<file path="src/hdl/noteChart.mem">
// one chart row per line, read with $readmemb
// columns from the left: lane 2 (blue), lane 1 (green), lane 0 (red)
001
010
100
011
000
111
101
001
110
001
001
001
010
100
000
111
011
110
101
000
010
001
100
111

</file>
<file path="src/hdl/rhythmPkg.sv">
package rhythmPkg;

	//////////////////////////////
	// playfield size
	localparam int LANE_COUNT = 3;
	localparam int SLOT_COUNT = 5;                  // notes in flight per lane
	localparam int POS_W = 10;                      // row positions and pixel coordinates

	//////////////////////////////
	// vertical rows of the playfield
	localparam int EXIT_ROW = 490;                  // past this row a note is gone
	localparam int HIT_LOW = 430;
	localparam int HIT_HIGH = 470;
	localparam int NOTE_HALF = 20;
	localparam int BAR_TOP = 410;
	localparam int BAR_BOTTOM = 450;

	// lane columns, entry 0 is the left (red) lane
	localparam logic [LANE_COUNT-1:0][POS_W-1:0] LANE_LEFT = {10'd440, 10'd220, 10'd0};
	localparam logic [LANE_COUNT-1:0][POS_W-1:0] LANE_RIGHT = {10'd639, 10'd419, 10'd199};

	//////////////////////////////
	// chart and display timing
	localparam int SPAWN_INTERVAL_W = 6;            // one chart row per 64 steps
	localparam int CHART_LEN = 24;
	localparam int CHART_IDX_W = $clog2(CHART_LEN);
	localparam int SCAN_W = 16;

	// score as one count, or as the four hex digits shown on the display
	typedef union packed {
		logic [15:0] count;
		logic [3:0][3:0] digit;                     // digit[0] is the low nibble
	} scoreWord_u;

endpackage

</file>
<file path="src/hdl/gameControl.sv">
`timescale 1ns/1ps

module gameControl (
	input  logic DIV_CLK,
	input  logic reset,
	input  logic start,
	input  logic pause,
	input  logic frameTick,
	input  logic [rhythmPkg::LANE_COUNT-1:0] laneHit,
	output logic stepEnable,
	output rhythmPkg::scoreWord_u score
);
	import rhythmPkg::*;

	logic playState;                            // low is idle
	logic [1:0] hitCount;

	// one game step per frame tick while playing and not paused
	assign stepEnable = frameTick && playState && !pause;

	assign hitCount = laneHit[0] + laneHit[1] + laneHit[2];

	always_ff @(posedge DIV_CLK or posedge reset)
	begin
		if (reset)
		begin
			playState <= 1'b0;
			score <= '0;
		end
		else if (!playState)
		begin
			score <= '0;                        // idle keeps the board clear
			if (frameTick && start)
				playState <= 1'b1;
		end
		else if (stepEnable)
			score.count <= score.count + hitCount;
	end

	//////////////////////////////
	scoreNeverDrops: assert property (@(posedge DIV_CLK) disable iff (reset)
		playState && $past(playState) |-> score.count >= $past(score.count));

endmodule

</file>
<file path="src/hdl/laneRenderer.sv">
`timescale 1ns/1ps

module laneRenderer (
	input  logic DIV_CLK,
	input  logic reset,
	input  logic [rhythmPkg::POS_W-1:0] pixelX,
	input  logic [rhythmPkg::POS_W-1:0] pixelY,
	input  logic displayArea,
	input  logic [rhythmPkg::LANE_COUNT-1:0] laneButtons,
	input  logic [rhythmPkg::SLOT_COUNT*rhythmPkg::POS_W-1:0] slotPos0,
	input  logic [rhythmPkg::SLOT_COUNT-1:0] slotActive0,
	input  logic [rhythmPkg::SLOT_COUNT*rhythmPkg::POS_W-1:0] slotPos1,
	input  logic [rhythmPkg::SLOT_COUNT-1:0] slotActive1,
	input  logic [rhythmPkg::SLOT_COUNT*rhythmPkg::POS_W-1:0] slotPos2,
	input  logic [rhythmPkg::SLOT_COUNT-1:0] slotActive2,
	output logic vgaRed,
	output logic vgaGreen,
	output logic vgaBlue
);
	import rhythmPkg::*;

	logic [LANE_COUNT-1:0][SLOT_COUNT*POS_W-1:0] lanePos;
	logic [LANE_COUNT-1:0][SLOT_COUNT-1:0] laneActive;
	logic [LANE_COUNT-1:0] noteHit;
	logic [LANE_COUNT-1:0] barHit;

	assign lanePos = {slotPos2, slotPos1, slotPos0};
	assign laneActive = {slotActive2, slotActive1, slotActive0};

	always_comb
	begin
		logic [POS_W-1:0] notePos;
		logic inCols;
		noteHit = '0;
		barHit = '0;
		for (int l = 0; l < LANE_COUNT; l++)
		begin
			inCols = pixelX >= LANE_LEFT[l] && pixelX <= LANE_RIGHT[l];
			for (int s = 0; s < SLOT_COUNT; s++)
			begin
				notePos = lanePos[l][s*POS_W +: POS_W];
				// 32-bit sums, so the top edge clamps at row 0 by itself
				if (inCols && laneActive[l][s] && pixelY + NOTE_HALF >= notePos
					&& pixelY <= notePos + NOTE_HALF)
					noteHit[l] = 1'b1;
			end
			barHit[l] = inCols && laneButtons[l] && pixelY >= BAR_TOP && pixelY <= BAR_BOTTOM;
		end
	end

	//////////////////////////////
	// a held button draws a white bar, notes only their own colour
	always_ff @(posedge DIV_CLK or posedge reset)
	begin
		if (reset)
		begin
			vgaRed <= 1'b0;
			vgaGreen <= 1'b0;
			vgaBlue <= 1'b0;
		end
		else
		begin
			vgaRed <= displayArea && (noteHit[0] || |barHit);
			vgaGreen <= displayArea && (noteHit[1] || |barHit);
			vgaBlue <= displayArea && (noteHit[2] || |barHit);
		end
	end

endmodule

</file>
<file path="src/hdl/laneTracker.sv">
`timescale 1ns/1ps

module laneTracker (
	input  logic DIV_CLK,
	input  logic reset,
	input  logic stepEnable,
	input  logic spawn,
	input  logic button,
	output logic [rhythmPkg::SLOT_COUNT*rhythmPkg::POS_W-1:0] slotPos,
	output logic [rhythmPkg::SLOT_COUNT-1:0] slotActive,
	output logic laneHit
);
	import rhythmPkg::*;

	logic [SLOT_COUNT-1:0][POS_W-1:0] pos;
	logic [SLOT_COUNT-1:0] active;
	logic [SLOT_COUNT-1:0] claimSlot;           // one-hot, the slot a new note goes into
	logic [SLOT_COUNT-1:0] inWindow;

	assign slotPos = pos;
	assign slotActive = active;

	// lowest clear bit of active, zero when every slot is busy
	assign claimSlot = ~active & (active + 1'b1);

	//////////////////////////////
	// hit window test on the positions before this step moves them
	always_comb
	begin
		for (int i = 0; i < SLOT_COUNT; i++)
			inWindow[i] = active[i] && pos[i] >= HIT_LOW && pos[i] <= HIT_HIGH;
	end

	assign laneHit = stepEnable && button && |inWindow;

	//////////////////////////////
	// falling, freeing and spawning
	always_ff @(posedge DIV_CLK or posedge reset)
	begin
		if (reset)
		begin
			pos <= '0;
			active <= '0;
		end
		else if (stepEnable)
		begin
			for (int i = 0; i < SLOT_COUNT; i++)
			begin
				if (active[i])
				begin
					if (pos[i] > EXIT_ROW)
					begin
						active[i] <= 1'b0;     // off the bottom
						pos[i] <= '0;
					end
					else
						pos[i] <= pos[i] + 1'b1;
				end
				else if (spawn && claimSlot[i])
					active[i] <= 1'b1;         // starts at row 0, already held there
			end
		end
	end

	// a freed slot has to come back to row 0 before it can be reused
	for (genvar g = 0; g < SLOT_COUNT; g++)
	begin : gSlotCheck
		idleSlotAtTop: assert property (@(posedge DIV_CLK) disable iff (reset)
			!active[g] |-> pos[g] == '0);
	end

endmodule

</file>
<file path="src/hdl/noteChart.sv">
`timescale 1ns/1ps

module noteChart (
	input  logic DIV_CLK,
	input  logic reset,
	input  logic stepEnable,
	output logic [rhythmPkg::LANE_COUNT-1:0] spawnRow
);
	import rhythmPkg::*;

	logic [LANE_COUNT-1:0] chartRom [CHART_LEN];
	logic [SPAWN_INTERVAL_W-1:0] spawnCount;
	logic [CHART_IDX_W-1:0] chartIdx;

	initial $readmemb("/design/src/hdl/noteChart.mem", chartRom); // bit 0 is lane 0

	// a row is released only on the step where the interval counter wraps to zero
	assign spawnRow = (stepEnable && spawnCount == '0) ? chartRom[chartIdx] : '0;

	always_ff @(posedge DIV_CLK or posedge reset)
	begin
		if (reset)
		begin
			spawnCount <= '0;
			chartIdx <= '0;
		end
		else if (stepEnable)
		begin
			spawnCount <= spawnCount + 1'b1;
			if (spawnCount == '0)
				chartIdx <= (chartIdx == CHART_IDX_W'(CHART_LEN - 1)) ? '0 : chartIdx + 1'b1;
		end
	end

	chartIdxInRange: assert property (@(posedge DIV_CLK) disable iff (reset)
		chartIdx < CHART_LEN);

endmodule

</file>
<file path="src/hdl/rhythmGameTop.sv">
`timescale 1ns/1ps

module rhythmGameTop (
	input  logic DIV_CLK,
	input  logic reset,
	input  logic start,
	input  logic pause,
	input  logic frameTick,
	input  logic [rhythmPkg::LANE_COUNT-1:0] laneButtons,
	input  logic [rhythmPkg::POS_W-1:0] pixelX,
	input  logic [rhythmPkg::POS_W-1:0] pixelY,
	input  logic displayArea,
	output logic vgaRed,
	output logic vgaGreen,
	output logic vgaBlue,
	output logic [3:0] anodes,
	output logic [6:0] segments
);
	import rhythmPkg::*;

	logic stepEnable;
	logic [LANE_COUNT-1:0] spawnRow;
	logic [LANE_COUNT-1:0] laneHit;
	scoreWord_u score;
	logic [SLOT_COUNT*POS_W-1:0] slotPos0, slotPos1, slotPos2;
	logic [SLOT_COUNT-1:0] slotActive0, slotActive1, slotActive2;

	//////////////////////////////
	gameControl gameControl_i (.DIV_CLK, .reset, .start, .pause, .frameTick, .laneHit,
		.stepEnable, .score);

	noteChart noteChart_i (.DIV_CLK, .reset, .stepEnable, .spawnRow);

	// lane 0 red, lane 1 green, lane 2 blue
	laneTracker lane0Tracker (.DIV_CLK, .reset, .stepEnable, .spawn(spawnRow[0]),
		.button(laneButtons[0]), .slotPos(slotPos0), .slotActive(slotActive0),
		.laneHit(laneHit[0]));
	laneTracker lane1Tracker (.DIV_CLK, .reset, .stepEnable, .spawn(spawnRow[1]),
		.button(laneButtons[1]), .slotPos(slotPos1), .slotActive(slotActive1),
		.laneHit(laneHit[1]));
	laneTracker lane2Tracker (.DIV_CLK, .reset, .stepEnable, .spawn(spawnRow[2]),
		.button(laneButtons[2]), .slotPos(slotPos2), .slotActive(slotActive2),
		.laneHit(laneHit[2]));

	//////////////////////////////
	laneRenderer laneRenderer_i (.DIV_CLK, .reset, .pixelX, .pixelY, .displayArea,
		.laneButtons, .slotPos0, .slotActive0, .slotPos1, .slotActive1, .slotPos2,
		.slotActive2, .vgaRed, .vgaGreen, .vgaBlue);

	scoreDisplay scoreDisplay_i (.DIV_CLK, .reset, .score, .anodes, .segments);

endmodule

</file>
<file path="src/hdl/scoreDisplay.sv">
`timescale 1ns/1ps

module scoreDisplay (
	input  logic DIV_CLK,
	input  logic reset,
	input  rhythmPkg::scoreWord_u score,
	output logic [3:0] anodes,
	output logic [6:0] segments
);
	import rhythmPkg::*;

	logic [SCAN_W-1:0] scanCount;
	logic [1:0] digitSel;
	logic [3:0] digit;

	always_ff @(posedge DIV_CLK or posedge reset)
	begin
		if (reset)
			scanCount <= '0;
		else
			scanCount <= scanCount + 1'b1;       // free running
	end

	assign digitSel = scanCount[SCAN_W-1 -: 2];
	assign anodes = ~(4'b0001 << digitSel);     // active low
	assign digit = score.digit[digitSel];

	// segments a..g from the msb down with low lighting the segment
	always_comb
	begin
		case (digit)
			4'h0: segments = 7'b0000001;
			4'h1: segments = 7'b1001111;
			4'h2: segments = 7'b0010010;
			4'h3: segments = 7'b0000110;
			4'h4: segments = 7'b1001100;
			4'h5: segments = 7'b0100100;
			4'h6: segments = 7'b0100000;
			4'h7: segments = 7'b0001111;
			4'h8: segments = 7'b0000000;
			4'h9: segments = 7'b0000100;
			4'hA: segments = 7'b0001000;
			4'hB: segments = 7'b1100000;  // b
			4'hC: segments = 7'b0110001;
			4'hD: segments = 7'b1000001;  // d
			4'hE: segments = 7'b0110000;
			default: segments = 7'b0111000;  // F
		endcase
	end

	// the lit digit only ever steps on to its neighbour
	scanInOrder: assert property (@(posedge DIV_CLK) disable iff (reset)
		anodes != $past(anodes) |-> anodes == {$past(anodes[2:0]), $past(anodes[3])});

endmodule

</file>
<file path="config.mk">
export PLATFORM = sky130hd
export DESIGN_NAME = rhythmGameTop
export DESIGN_NICKNAME = d
export VERILOG_FILES = /design/src/hdl/rhythmPkg.sv /design/src/hdl/gameControl.sv /design/src/hdl/laneRenderer.sv /design/src/hdl/laneTracker.sv /design/src/hdl/noteChart.sv /design/src/hdl/rhythmGameTop.sv /design/src/hdl/scoreDisplay.sv
export SDC_FILE = /design/constraint.sdc
export NUM_CORES = 1
export LEC_CHECK = 0
export ABC_AREA = 1
export BUFFER_PORTS_ARGS = -buffer_cell sky130_fd_sc_hd__buf_2
export CAP_MARGIN = 20
export CORE_AREA = 5 5 204 206
export CTS_BUF_LIST = sky130_fd_sc_hd__clkbuf_8 sky130_fd_sc_hd__clkbuf_16
export CTS_CLUSTER_SIZE = 20
export DETAILED_ROUTE_END_ITERATION = 7
export DIE_AREA = 0 0 209 211
export PLACE_DENSITY_LB_ADDON = 0.15
export SLEW_MARGIN = 20
export SYNTH_ARGS = -nofsm -noshare
export SYNTH_HDL_FRONTEND = slang
export SYNTH_HIERARCHICAL = 1
export SYNTH_SLANG_ARGS = --single-unit
</file>
<file path="constraint.sdc">
create_clock -name DIV_CLK -period 3.35 [get_ports DIV_CLK]
set_clock_uncertainty 0.2 [all_clocks]
set_input_delay 0.1675 -clock DIV_CLK [delete_from_list [all_inputs] [get_ports DIV_CLK]]
set_output_delay 0.1675 -clock DIV_CLK [all_outputs]
set_load 0.01 [all_outputs]
</file>
-- Word level (Yosys, flattened, before mapping)
Memories as Yosys holds them, arrays and structs flattened.
Cells that the tools add are included.
- input port bits: 29
- memory bits (read-only): 112
- word-level logic and storage cells: 379
- output and inout port bits: 14
- memories kept: 1
- flip-flop bits (word level): 207
- memories (memory ; depth ; width ; rd ports ; clocked after Yosys merged registers in ; write ports ; RTL line ; text):
    (name not given) ; 16 ; 7 ; 1 ; 0 ; 0 ; scoreDisplay.sv:31 ; case (digit)
- equal/unequal tests: 1
- bitwise operators: 7
- $add $sub $neg: 39
- shift-type cells: 1
- muxes and demuxes: 82
- order comparisons: 84
- reductions and logical operators: 139
- operators by type and width (cell ; count):
    $ge 32x10->1 ; 15
    $le 10x32->1 ; 15
    $add 10x5->11 const B ; 16
    $ge 10x9->1 const B ; 17
    $le 10x9->1 const B ; 17
    $add 10x1->10 const B ; 15
    $gt 10x9->1 const B ; 15
    $mux 10 ; 15
    $logic_and 1x1->1 ; 115
    $mux 1 ; 62
    $mux 16 ; 2
    $reduce_and 2->1 ; 15
    $add 16x1->16 const B ; 1
    $add 16x2->16 ; 1
    $add 5x1->5 const B ; 3
    $and 5x5->5 ; 3
    $not 5->5 ; 3
    $reduce_or 5->1 ; 3
    $ge 10x1->1 const B ; 1
    $ge 10x8->1 const B ; 1
    $le 10x10->1 const B ; 1
    $le 10x8->1 const B ; 1
    $bmux 4 s2 ; 1
    $add 6x1->6 const B ; 1
    12 further kinds ; 14

-- Depth between registers and ports, before layout
Gate-level depths: netlist of the first run.
- depth after elaboration: 12
- depth in mapped cells: 23
- depth with buffers taken out: 23

-- By module
Netlist of the first run, hierarchy kept.
- modules (own cells, without submodules) (module ; seq. area each (µm²) ; cells each ; instances ; area each (µm²)):
    laneTracker ; 1376.3 ; 438 ; 3 ; 3266.9
    laneRenderer ; 75.1 ; 1554 ; 1 ; 9625.5
    scoreDisplay ; 400.4 ; 189 ; 1 ; 1350.0
    gameControl ; 425.4 ; 141 ; 1 ; 1036.0
    noteChart ; 0.0 ; 4 ; 1 ; 26.3

-- Worst setup path after synthesis of the first run
No wires, ideal clock.
- path kind: register to register
- start: register lane0Tracker.pos (netlist bit lane0Tracker/slotPos[20])
- end: register gameControl_i/score[10] (netlist bit)
- required time: 3033 ps
- data arrival time: 2855 ps
- cell stages (with the launch flop): 21
- path buffers: 0
- setup slack: 177 ps
- clock period less this slack: 3173 ps
- setup time: 117 ps
- path through: dfrtp_1 > inv_1 > ha_1 > nor2_1 > nor2_1 > nor2_1 > nor2_1 > nand2_1 > nand3_1 > nor2_1 > nor2_1 > fa_1 > ha_1 > inv_1 > fa_1 > inv_1 > nand2_1 > nor2_1 > nand3_1 > o21ai_1 > inv_1
- word-level cells in the longest chain between the ends: 10
- elaborated cells between the ends (all ways): 11
- classes of those cells: add/sub (3); order compare (2); mux (2); reduce/logical (4)
- ends and longest elaborated chain (element ; RTL line ; text):
    from (decl) ; laneTracker.sv:15 ; logic [SLOT_COUNT-1:0][POS_W-1:0] pos;
    from (signal, indexed assignment) ; laneTracker.sv:57 ; pos[i] <= pos[i] + 1'b1;
    $ge 10x9->1 ; laneTracker.sv:31 ; inWindow[i] = active[i] && pos[i] >= HIT_LOW && pos[i] <= HIT_HIGH;
    $logic_and 1x1->1 ; laneTracker.sv:31 ;
    $logic_and 1x1->1 * ; laneTracker.sv:31 ;
    $reduce_or 5->1 * ; laneTracker.sv:34 ; assign laneHit = stepEnable && button && |inWindow;
    $logic_and 1x1->1 * ; laneTracker.sv:34 ;
    net laneHit[0] ; rhythmGameTop.sv:23 ; logic [LANE_COUNT-1:0] laneHit;
    $add 1x1->2 * ; gameControl.sv:21 ; assign hitCount = laneHit[0] + laneHit[1] + laneHit[2];
    $add 2x1->2 * ; gameControl.sv:21 ;
    $add 16x2->16 * ; gameControl.sv:37 ; score.count <= score.count + hitCount;
    $mux 16 * ; gameControl.sv:36 ; else if (stepEnable)
    $mux 16 * ; gameControl.sv:30 ; else if (!playState)
    to (decl) ; gameControl.sv:11 ; output rhythmPkg::scoreWord_u score
Mark *: on every way through the listed nets, which the timed path passes. The rest lies on a longest branch. The select of a mux whose other input is x is not followed.
A chain may end at the register's enable or synchronous reset.

-- Worst setup path in the final report of the first run
- start: register lane0Tracker.pos (netlist bit lane0Tracker/slotPos[20])
- end: register gameControl_i/score[12] (netlist bit)
The elaborated chain is that of the path after synthesis.

==> impl_metrics.ini, run 1 <==
[worst_setup_path]
worst_path_largest_cell_delay_ps = 530
worst_path_max_delay_cell = sky130_fd_sc_hd__fa_1
worst_setup_path_end_kind = flop
start_kind = flop
critical_path_peak_fanout = 4
critPathRequiredTime_ps = 3600
path_class = reg -> reg
cpMostUsedCell = sky130_fd_sc_hd__nor2_1
critical_path.cell_chain = inv_2 -> ha_1 -> nor2_1 -> nor2_1 -> nor2_1 -> nor2_1 -> nand2_2 -> nand3_2 -> nor2_4 -> nor2_2 -> fa_1 -> ha_2 -> inv_2 -> fa_2 -> inv_2 -> nand2_4 -> nor2_4 -> nand4_1 -> nor2_1 -> a21oi_1
data_arrival_time_of_the_worst_path_ps = 3600

[sta]
max_slew_margin_pct = 41.4
timing_worst_slew_pin_value_ps = 879
finalMaxSlewViolations = 0
min_hold_slack_ps = 48.8
hold_viol_final = 0
finalCriticalPeriod_ps = 3350
timing.final.ws_setup_ps = 1.36
max_freq_ghz = 0.299
final.period_utilization_pct = 100
rsz0062_at_grt = yes
final-setup-viol-count = 0

[pwr]
power.ir.vdd_worst_uv = 495
static-leakage-power_nw = 13.6
pwr_density_cell_nw_per_um2 = 581

[cts]
clk_latency_ps = 560
clock_tree.htree_level_count = 1
cts_tree = done
cts_inserted_buffers = 27
ctsRootBufferMaster = sky130_fd_sc_hd__clkbuf_16
tritoncts_num_sinks = 201
clkSlewWorstSetupHoldPaths_ps = 60
cts_buffer_depth = 3

[floorplanning]
die_h_um = 211
dieArea_sq_um = 44100
coreArea_sq_um = 39500
starting_density_of_the_core_pct = 55.3
number_of_cell_rows = 73
pin_count = 43
die-width_um = 209

[routing]
detailedRoute.firstPassIterationCount = 5
ant_nets = 0
detail_route.wl_per_cell_um = 15.1
drcViolationCount = 0
per_cell_via_count_in_the_routed_design = 5.30
initialDrtViolationCount = 1328
num_vias = 21300
finalWirelength_um = 60800

[logic_synthesis]
count_of_synthesis_stage_warnings_from_yosys = 6
synthesis.instances = 3202
netlist_area_sq_um = 21800
ys.flop_type = sky130_fd_sc_hd__dfrtp_1
ys_seq_area_share_pct = 23.0
ys_seq_elements = 201
synth_cell_types = 56
async_flop_share_pct = 100
post_synth.cell_area_avg_sq_um = 6.82
synth-edff-count = 0

[placement]
gp_routability_congestion = 0.898
dp_hpwl_um = 46400
detailedPlace.worstSlack_ps = -268
io_buffer_count = 40

[finish]
areaGrowthSynthToFinish_pct = 15.7
finish.net_count = 3838
layout.cells.most_common = sky130_fd_sc_hd__nand2_1
fillerInstances = 3616
share_of_final_layout_standard_cells_stronger_than_drive_strength_1_pct = 13.2
most_frequent_cells_in_the_layout = sky130_fd_sc_hd__nand2_1, sky130_fd_sc_hd__inv_1, sky130_fd_sc_hd__nor2_1
antenna_cells = 0

[outcome]
status = finished, final reports clean

[run]
max-cap-violations = 0

[global_routing]
grt_pass1_vias = 20600
gr-total-overflow = 0
initial_antenna_violation_count = 2
groute.usage.overall_pct = 27.1
grt_first_pass_wirelength_um = 99900
grt_max_degree = 31

[hold_path]
holdCritPathClass = in -> reg
==> sequential cells by signal (all words and copies together) (netlist names) <==
name,flops
lane0Tracker/slotPos,50
lane1Tracker/slotPos,50
lane2Tracker/slotPos,50
gameControl_i/score,16
scoreDisplay_i/scanCount,16
lane0Tracker/slotActive,5
lane1Tracker/slotActive,5
lane2Tracker/slotActive,5
gameControl_i/playState,1
laneRenderer_i/vgaBlue,1
laneRenderer_i/vgaGreen,1
laneRenderer_i/vgaRed,1
==> synthesized netlist by cell type, types with 7 or more instances <==
master                     instances  area (sq um)
sky130_fd_sc_hd__ha_1            327          4090
sky130_fd_sc_hd__o22ai_1           8          50.1
sky130_fd_sc_hd__o21a_1           15           113
sky130_fd_sc_hd__a21oi_1         157           786
sky130_fd_sc_hd__nor3b_1          12          90.1
sky130_fd_sc_hd__dfrtp_1         201          5030
sky130_fd_sc_hd__nand3_1         233          1170
sky130_fd_sc_hd__a21o_1           20           150
sky130_fd_sc_hd__or2_2            10          62.6
sky130_fd_sc_hd__nor2_2           23           144
sky130_fd_sc_hd__nand3b_1         18           135
sky130_fd_sc_hd__inv_2            11          41.3
sky130_fd_sc_hd__buf_6             8          90.1
sky130_fd_sc_hd__xor2_1          124          1090
sky130_fd_sc_hd__o21bai_1          9          67.6
sky130_fd_sc_hd__nand3_2          12           120
sky130_fd_sc_hd__o21ai_0          87           435
sky130_fd_sc_hd__nor3_2            9          90.1
sky130_fd_sc_hd__nor3b_2           7          87.6
sky130_fd_sc_hd__nand2_2          16           100
sky130_fd_sc_hd__nor3_1           63           315
sky130_fd_sc_hd__nand2_4          13           146
sky130_fd_sc_hd__nand4_1          35           219
sky130_fd_sc_hd__nand2_1         801          3010
sky130_fd_sc_hd__nor2_4           12           135
sky130_fd_sc_hd__inv_1           557          2090
sky130_fd_sc_hd__nor2_1          333          1250
sky130_fd_sc_hd__o21ai_1          13          65.1
==> kinds of logic after synthesis <==
kind of cell	Yosys count	synth area share, %
buf+inv	586	10.6
fa+ha+maj	329	18.9
simple gates	1625	33.9
xor+xnor	130	5.21
compound gates	330	8.34
other cells	1	0.0172
flops	201	23.0
==> final cells by class <==
| class | instances | area (sq um) | area share (%) |
|---|---|---|---|
| clock buffers | 32 | 744 | 2.95 |
| clock inverters | 15 | 158 | 0.624 |
| inverters | 571 | 2150 | 8.51 |
| multi-input cells | 2417 | 14600 | 57.9 |
| flip-flops and latches | 201 | 5030 | 19.9 |
| well taps | 525 | 657 | 2.60 |
| repair buffers | 262 | 1900 | 7.52 |
==> metal layers <==
metal	part of all wire (%)	vias to the layer above	GRT usage, %
met5	0.031	-	0
met4	4.1	2	9.83
met3	6.1	162	4.20
met2	47	531	47.2
met1	43	9860	34.2
li1	-	10800	-
==> critical path, delay by kind of cell (launching register included) <==
| kind | cells | cell delay, ps |
|---|---|---|
| AOI/OAI and AO/OA | 1 | 50 |
| adders and majority gates | 4 | 1250 |
| buffers and inverters | 3 | 170 |
| DFF | 1 | 360 |
| and+or+nand+nor | 12 | 1190 |
==> report_power, final <==
| part | switching, W | internal [W] | total, W | leakage, nW |
|---|---|---|---|---|
| clock network | 0.00118 | 0.00180 | 0.00297 | 0.457 |
| logic | 0.00464 | 0.00339 | 0.00802 | 10.7 |
| registers | 0.000691 | 0.00300 | 0.00369 | 2.53 |
| total | 0.00650 | 0.00818 | 0.0147 | 13.6 |
==> metrics by stage <==
step	util, %	cells	setup TNS, ps	instance area [sq um]	power [W]
3_3_place_gp	61.2	3962	-482	24100	0.0112
6_report	64.1	4023	0	25300	0.0147
5_1_grt	64.1	4023	-433	25300	0.0162
4_1_cts	63.7	4018	-51.0	25100	0.0147
2_1_floorplan	-	3204	0	21800	0.00892
3_5_place_dp	61.2	3962	-899	24100	0.0116
==> final timing paths <==
check / startpoint / depth (start not counted) / slack (ps) / to
min in group asynchronous: reset / 3 / 170 / scoreDisplay_i/scanCount[10]$_DFF_PP0_
max: lane0Tracker/slotPos[20]$_DFFE_PP0P_ / 20 / 1 / gameControl_i/score[12]$_DFFE_PP0P_
min: pause / 5 / 50 / gameControl_i/score[4]$_DFFE_PP0P_
min reg2reg: scoreDisplay_i/scanCount[0]$_DFF_PP0_ / 1 / 270 / scoreDisplay_i/scanCount[0]$_DFF_PP0_
max reg2reg: lane0Tracker/slotPos[20]$_DFFE_PP0P_ / 20 / 1 / gameControl_i/score[12]$_DFFE_PP0P_
max in group asynchronous: reset / 4 / 1910 / lane0Tracker/slotPos[22]$_DFFE_PP0P_
==> timing repair <==
| item | CTS | global route |
|---|---|---|
| setup buffers | 0 | 6 |
| pin swaps | 5 | 18 |
| hold buffers | 9 | 0 |
| setup endpoints to repair | 5 | 9 |
| endpoints found under the hold margin | 126 | 0 |
| resized for setup | 8 | 27 |
No activity file was read; power rests on OpenSTA's default activity.
==> run 2: changes to the inputs <==
--- a/constraint.sdc
+++ b/constraint.sdc
@@ -3,3 +3,3 @@
 set_input_delay 0.1675 -clock DIV_CLK [delete_from_list [all_inputs] [get_ports DIV_CLK]]
 set_output_delay 0.1675 -clock DIV_CLK [all_outputs]
-set_load 0.01 [all_outputs]
+set_load 0.05 [all_outputs]
==> run 2 against run 1 <==
Compared with the run above:
- final cell count about the same
- global-route usage increased by 0.17 points
- flip-flop and latch count unchanged
- cell area rose by 0.43%
- routed wire length barely moved
- sequential share of layout area is 0.084 points lower
- register-to-register slack about the same
- largest cell class unchanged
==> impl_metrics.ini, run 2 (synthesis gave the netlist of run 1 again) <==
[outcome]
status = finished, final reports clean

[cts]
clock_tree.htree_level_count = 1
cts_tree = done
cts_buffer_depth = 3
clkSlewWorstSetupHoldPaths_ps = 60
clk_latency_ps = 570
ctsRootBufferMaster = sky130_fd_sc_hd__clkbuf_16
tritoncts_num_sinks = 201
cts_inserted_buffers = 27

[sta]
rsz0062_at_grt = yes
final.period_utilization_pct = 99.7
timing.final.ws_setup_ps = 10.7
hold_viol_final = 0
finalCriticalPeriod_ps = 3340
finalMaxSlewViolations = 0
max_slew_margin_pct = 42.6
timing_worst_slew_pin_value_ps = 861
max_freq_ghz = 0.299
tns_ps = 0
final-setup-viol-count = 0

[finish]
areaGrowthSynthToFinish_pct = 16.2
most_frequent_cells_in_the_layout = sky130_fd_sc_hd__nand2_1, sky130_fd_sc_hd__inv_1, sky130_fd_sc_hd__nor2_1
multi_input_comb_area_sq_um = 14700
share_of_final_layout_standard_cells_stronger_than_drive_strength_1_pct = 13.7
layout.cells.most_common = sky130_fd_sc_hd__nand2_1
regArea_sq_um = 5030
antenna_cells = 0
fillerInstances = 3552
finish.net_count = 3841

[worst_setup_path]
cpLargestDelayFamily = adder cells
critical_path.cell_chain = ha_4 -> inv_2 -> nand2_2 -> nand2_2 -> nand2_1 -> nand2_1 -> nand2_2 -> nand3_2 -> nand3_2 -> nor2_4 -> nor2_4 -> fa_1 -> ha_2 -> inv_2 -> fa_2 -> inv_2 -> nand2_4 -> nor2_4 -> nand4_1 -> nor2_1 -> a21oi_1
start_kind = flop
critPathRequiredTime_ps = 3600
path_class = reg -> reg
cp_num_buf_inv = 3
critical_path.reg2reg.endpoint = gameControl_i/score[12]$_DFFE_PP0P_
reg2reg_depth = 21
worst_path_largest_cell_delay_ps = 480
worst_path_max_delay_cell = sky130_fd_sc_hd__fa_1
worst_setup_path_end_kind = flop
reg2reg_from = lane1Tracker/slotPos[1]$_DFFE_PP0P_
r2r_setup_slack_ps = 10
critical_path_peak_fanout = 4
data_arrival_time_of_the_worst_path_ps = 3590

[floorplanning]
starting_density_of_the_core_pct = 55.3
pin_count = 43
dieArea_sq_um = 44100
coreArea_sq_um = 39500
die_h_um = 211
number_of_cell_rows = 73
die-width_um = 209

[routing]
initialDrtViolationCount = 1227
detailedRoute.firstPassIterationCount = 6
finalWirelength_um = 60800
per_cell_via_count_in_the_routed_design = 5.29
ant_nets = 0
drcViolationCount = 0
detail_route.wl_per_cell_um = 15.1
num_vias = 21300

[global_routing]
initial_antenna_violation_count = 0
grt_max_degree = 31
grt_pass1_vias = 20800
groute.usage.overall_pct = 27.3
grt_first_pass_wirelength_um = 101000
gr-total-overflow = 0

[hold_path]
whs_path_depth = 6
min_delay_worst_endpoint = lane2Tracker/slotPos[30]$_DFFE_PP0P_
holdCritPathClass = in -> reg
min_from = pause

[pwr]
power.ir.vdd_worst_uv = 547
static-leakage-power_nw = 13.7
pwr_density_cell_nw_per_um2 = 587

[placement]
gp_routability_congestion = 0.898
io_buffer_count = 40
detailedPlace.worstSlack_ps = -273
dp_hpwl_um = 46100

[run]
max-cap-violations = 0
-- run 2: cell count changes in the layout (fill, tap and decap cells not counted), moves of 3 or more --
cell                        change
sky130_fd_sc_hd__nand2_1        -4
sky130_fd_sc_hd__nand2_2        +4
sky130_fd_sc_hd__nor2_1         -4
sky130_fd_sc_hd__nor2_2         +4
sky130_fd_sc_hd__bufinv_16      +3
sky130_fd_sc_hd__clkbuf_8       -3
-- run 2: what timing repair did --
| action | 4_1_cts | 5_1_grt |
|---|---|---|
| hold endpoints to repair | 126 | 0 |
| endpoints found under the setup margin | 5 | 11 |
| resized for setup | 23 | 31 |
| pin swaps | 22 | 24 |
| setup buffers | 3 | 5 |
| hold buffers | 9 | 0 |
-- run 2: worst max-delay path by stage --
stage / slack (ps) / depth (start not counted) / startpoint / end
floorplan: 180 / 20 / lane0Tracker/slotPos[20]$_DFFE_PP0P_ / gameControl_i/score[10]$_DFFE_PP0P_
global placement: -170 / 20 / lane1Tracker/slotPos[20]$_DFFE_PP0P_ / gameControl_i/score[10]$_DFFE_PP0P_
detailed placement: -270 / 20 / lane1Tracker/slotPos[20]$_DFFE_PP0P_ / gameControl_i/score[12]$_DFFE_PP0P_
CTS: 2 / 20 / lane0Tracker/slotPos[20]$_DFFE_PP0P_ / gameControl_i/score[12]$_DFFE_PP0P_
global route: -160 / 21 / lane1Tracker/slotPos[1]$_DFFE_PP0P_ / gameControl_i/score[14]$_DFFE_PP0P_
finish: 10 / 21 / lane1Tracker/slotPos[1]$_DFFE_PP0P_ / gameControl_i/score[12]$_DFFE_PP0P_
-- run 2: worst reg2reg max path: cells and delay by family (launching register included) --
kind | cells | cell delay (ps)
flops | 1 | 420
compound gates | 1 | 60
fa+ha+maj | 4 | 1200
simple gates | 13 | 1180
buf+inv | 3 | 180
-- run 2: where the power goes --
group	switching [W]	internal, W
clock	0.00116	0.00196
sequential	0.000704	0.00300
combinational	0.00466	0.00342
-- run 2: cell type report --
| type | instances | area share [%] |
|---|---|---|
| clock buffer | 29 | 2.77 |
| clock inverter | 17 | 0.941 |
| timing repair buffer | 265 | 7.61 |
| inverter | 571 | 8.48 |
| tap | 525 | 2.59 |
| sequential | 201 | 19.8 |
| multi-input combinational | 2417 | 57.8 |
-- run 2: metal layers --
layer,GRT usage [%],vias to the layer above,wire [um]
li1,-,10800,-
met1,34.6,9768,26500
met2,46.4,555,28000
met3,4.22,178,3260
met4,11.7,0,3050
met5,0,-,0
-- run 2: metrics by stage --
step	util, %	cell area [sq um]	power (W)	hold WS (ps)	instances
floorplan	-	21800	0.00893	-279	3204
global placement	61.2	24100	0.0112	9.94	3962
detailed placement	61.2	24100	0.0116	17.7	3962
CTS	64.0	25300	0.0148	17.5	4020
global route	64.3	25400	0.0164	57.4	4025
finish	64.3	25400	0.0149	51.3	4025
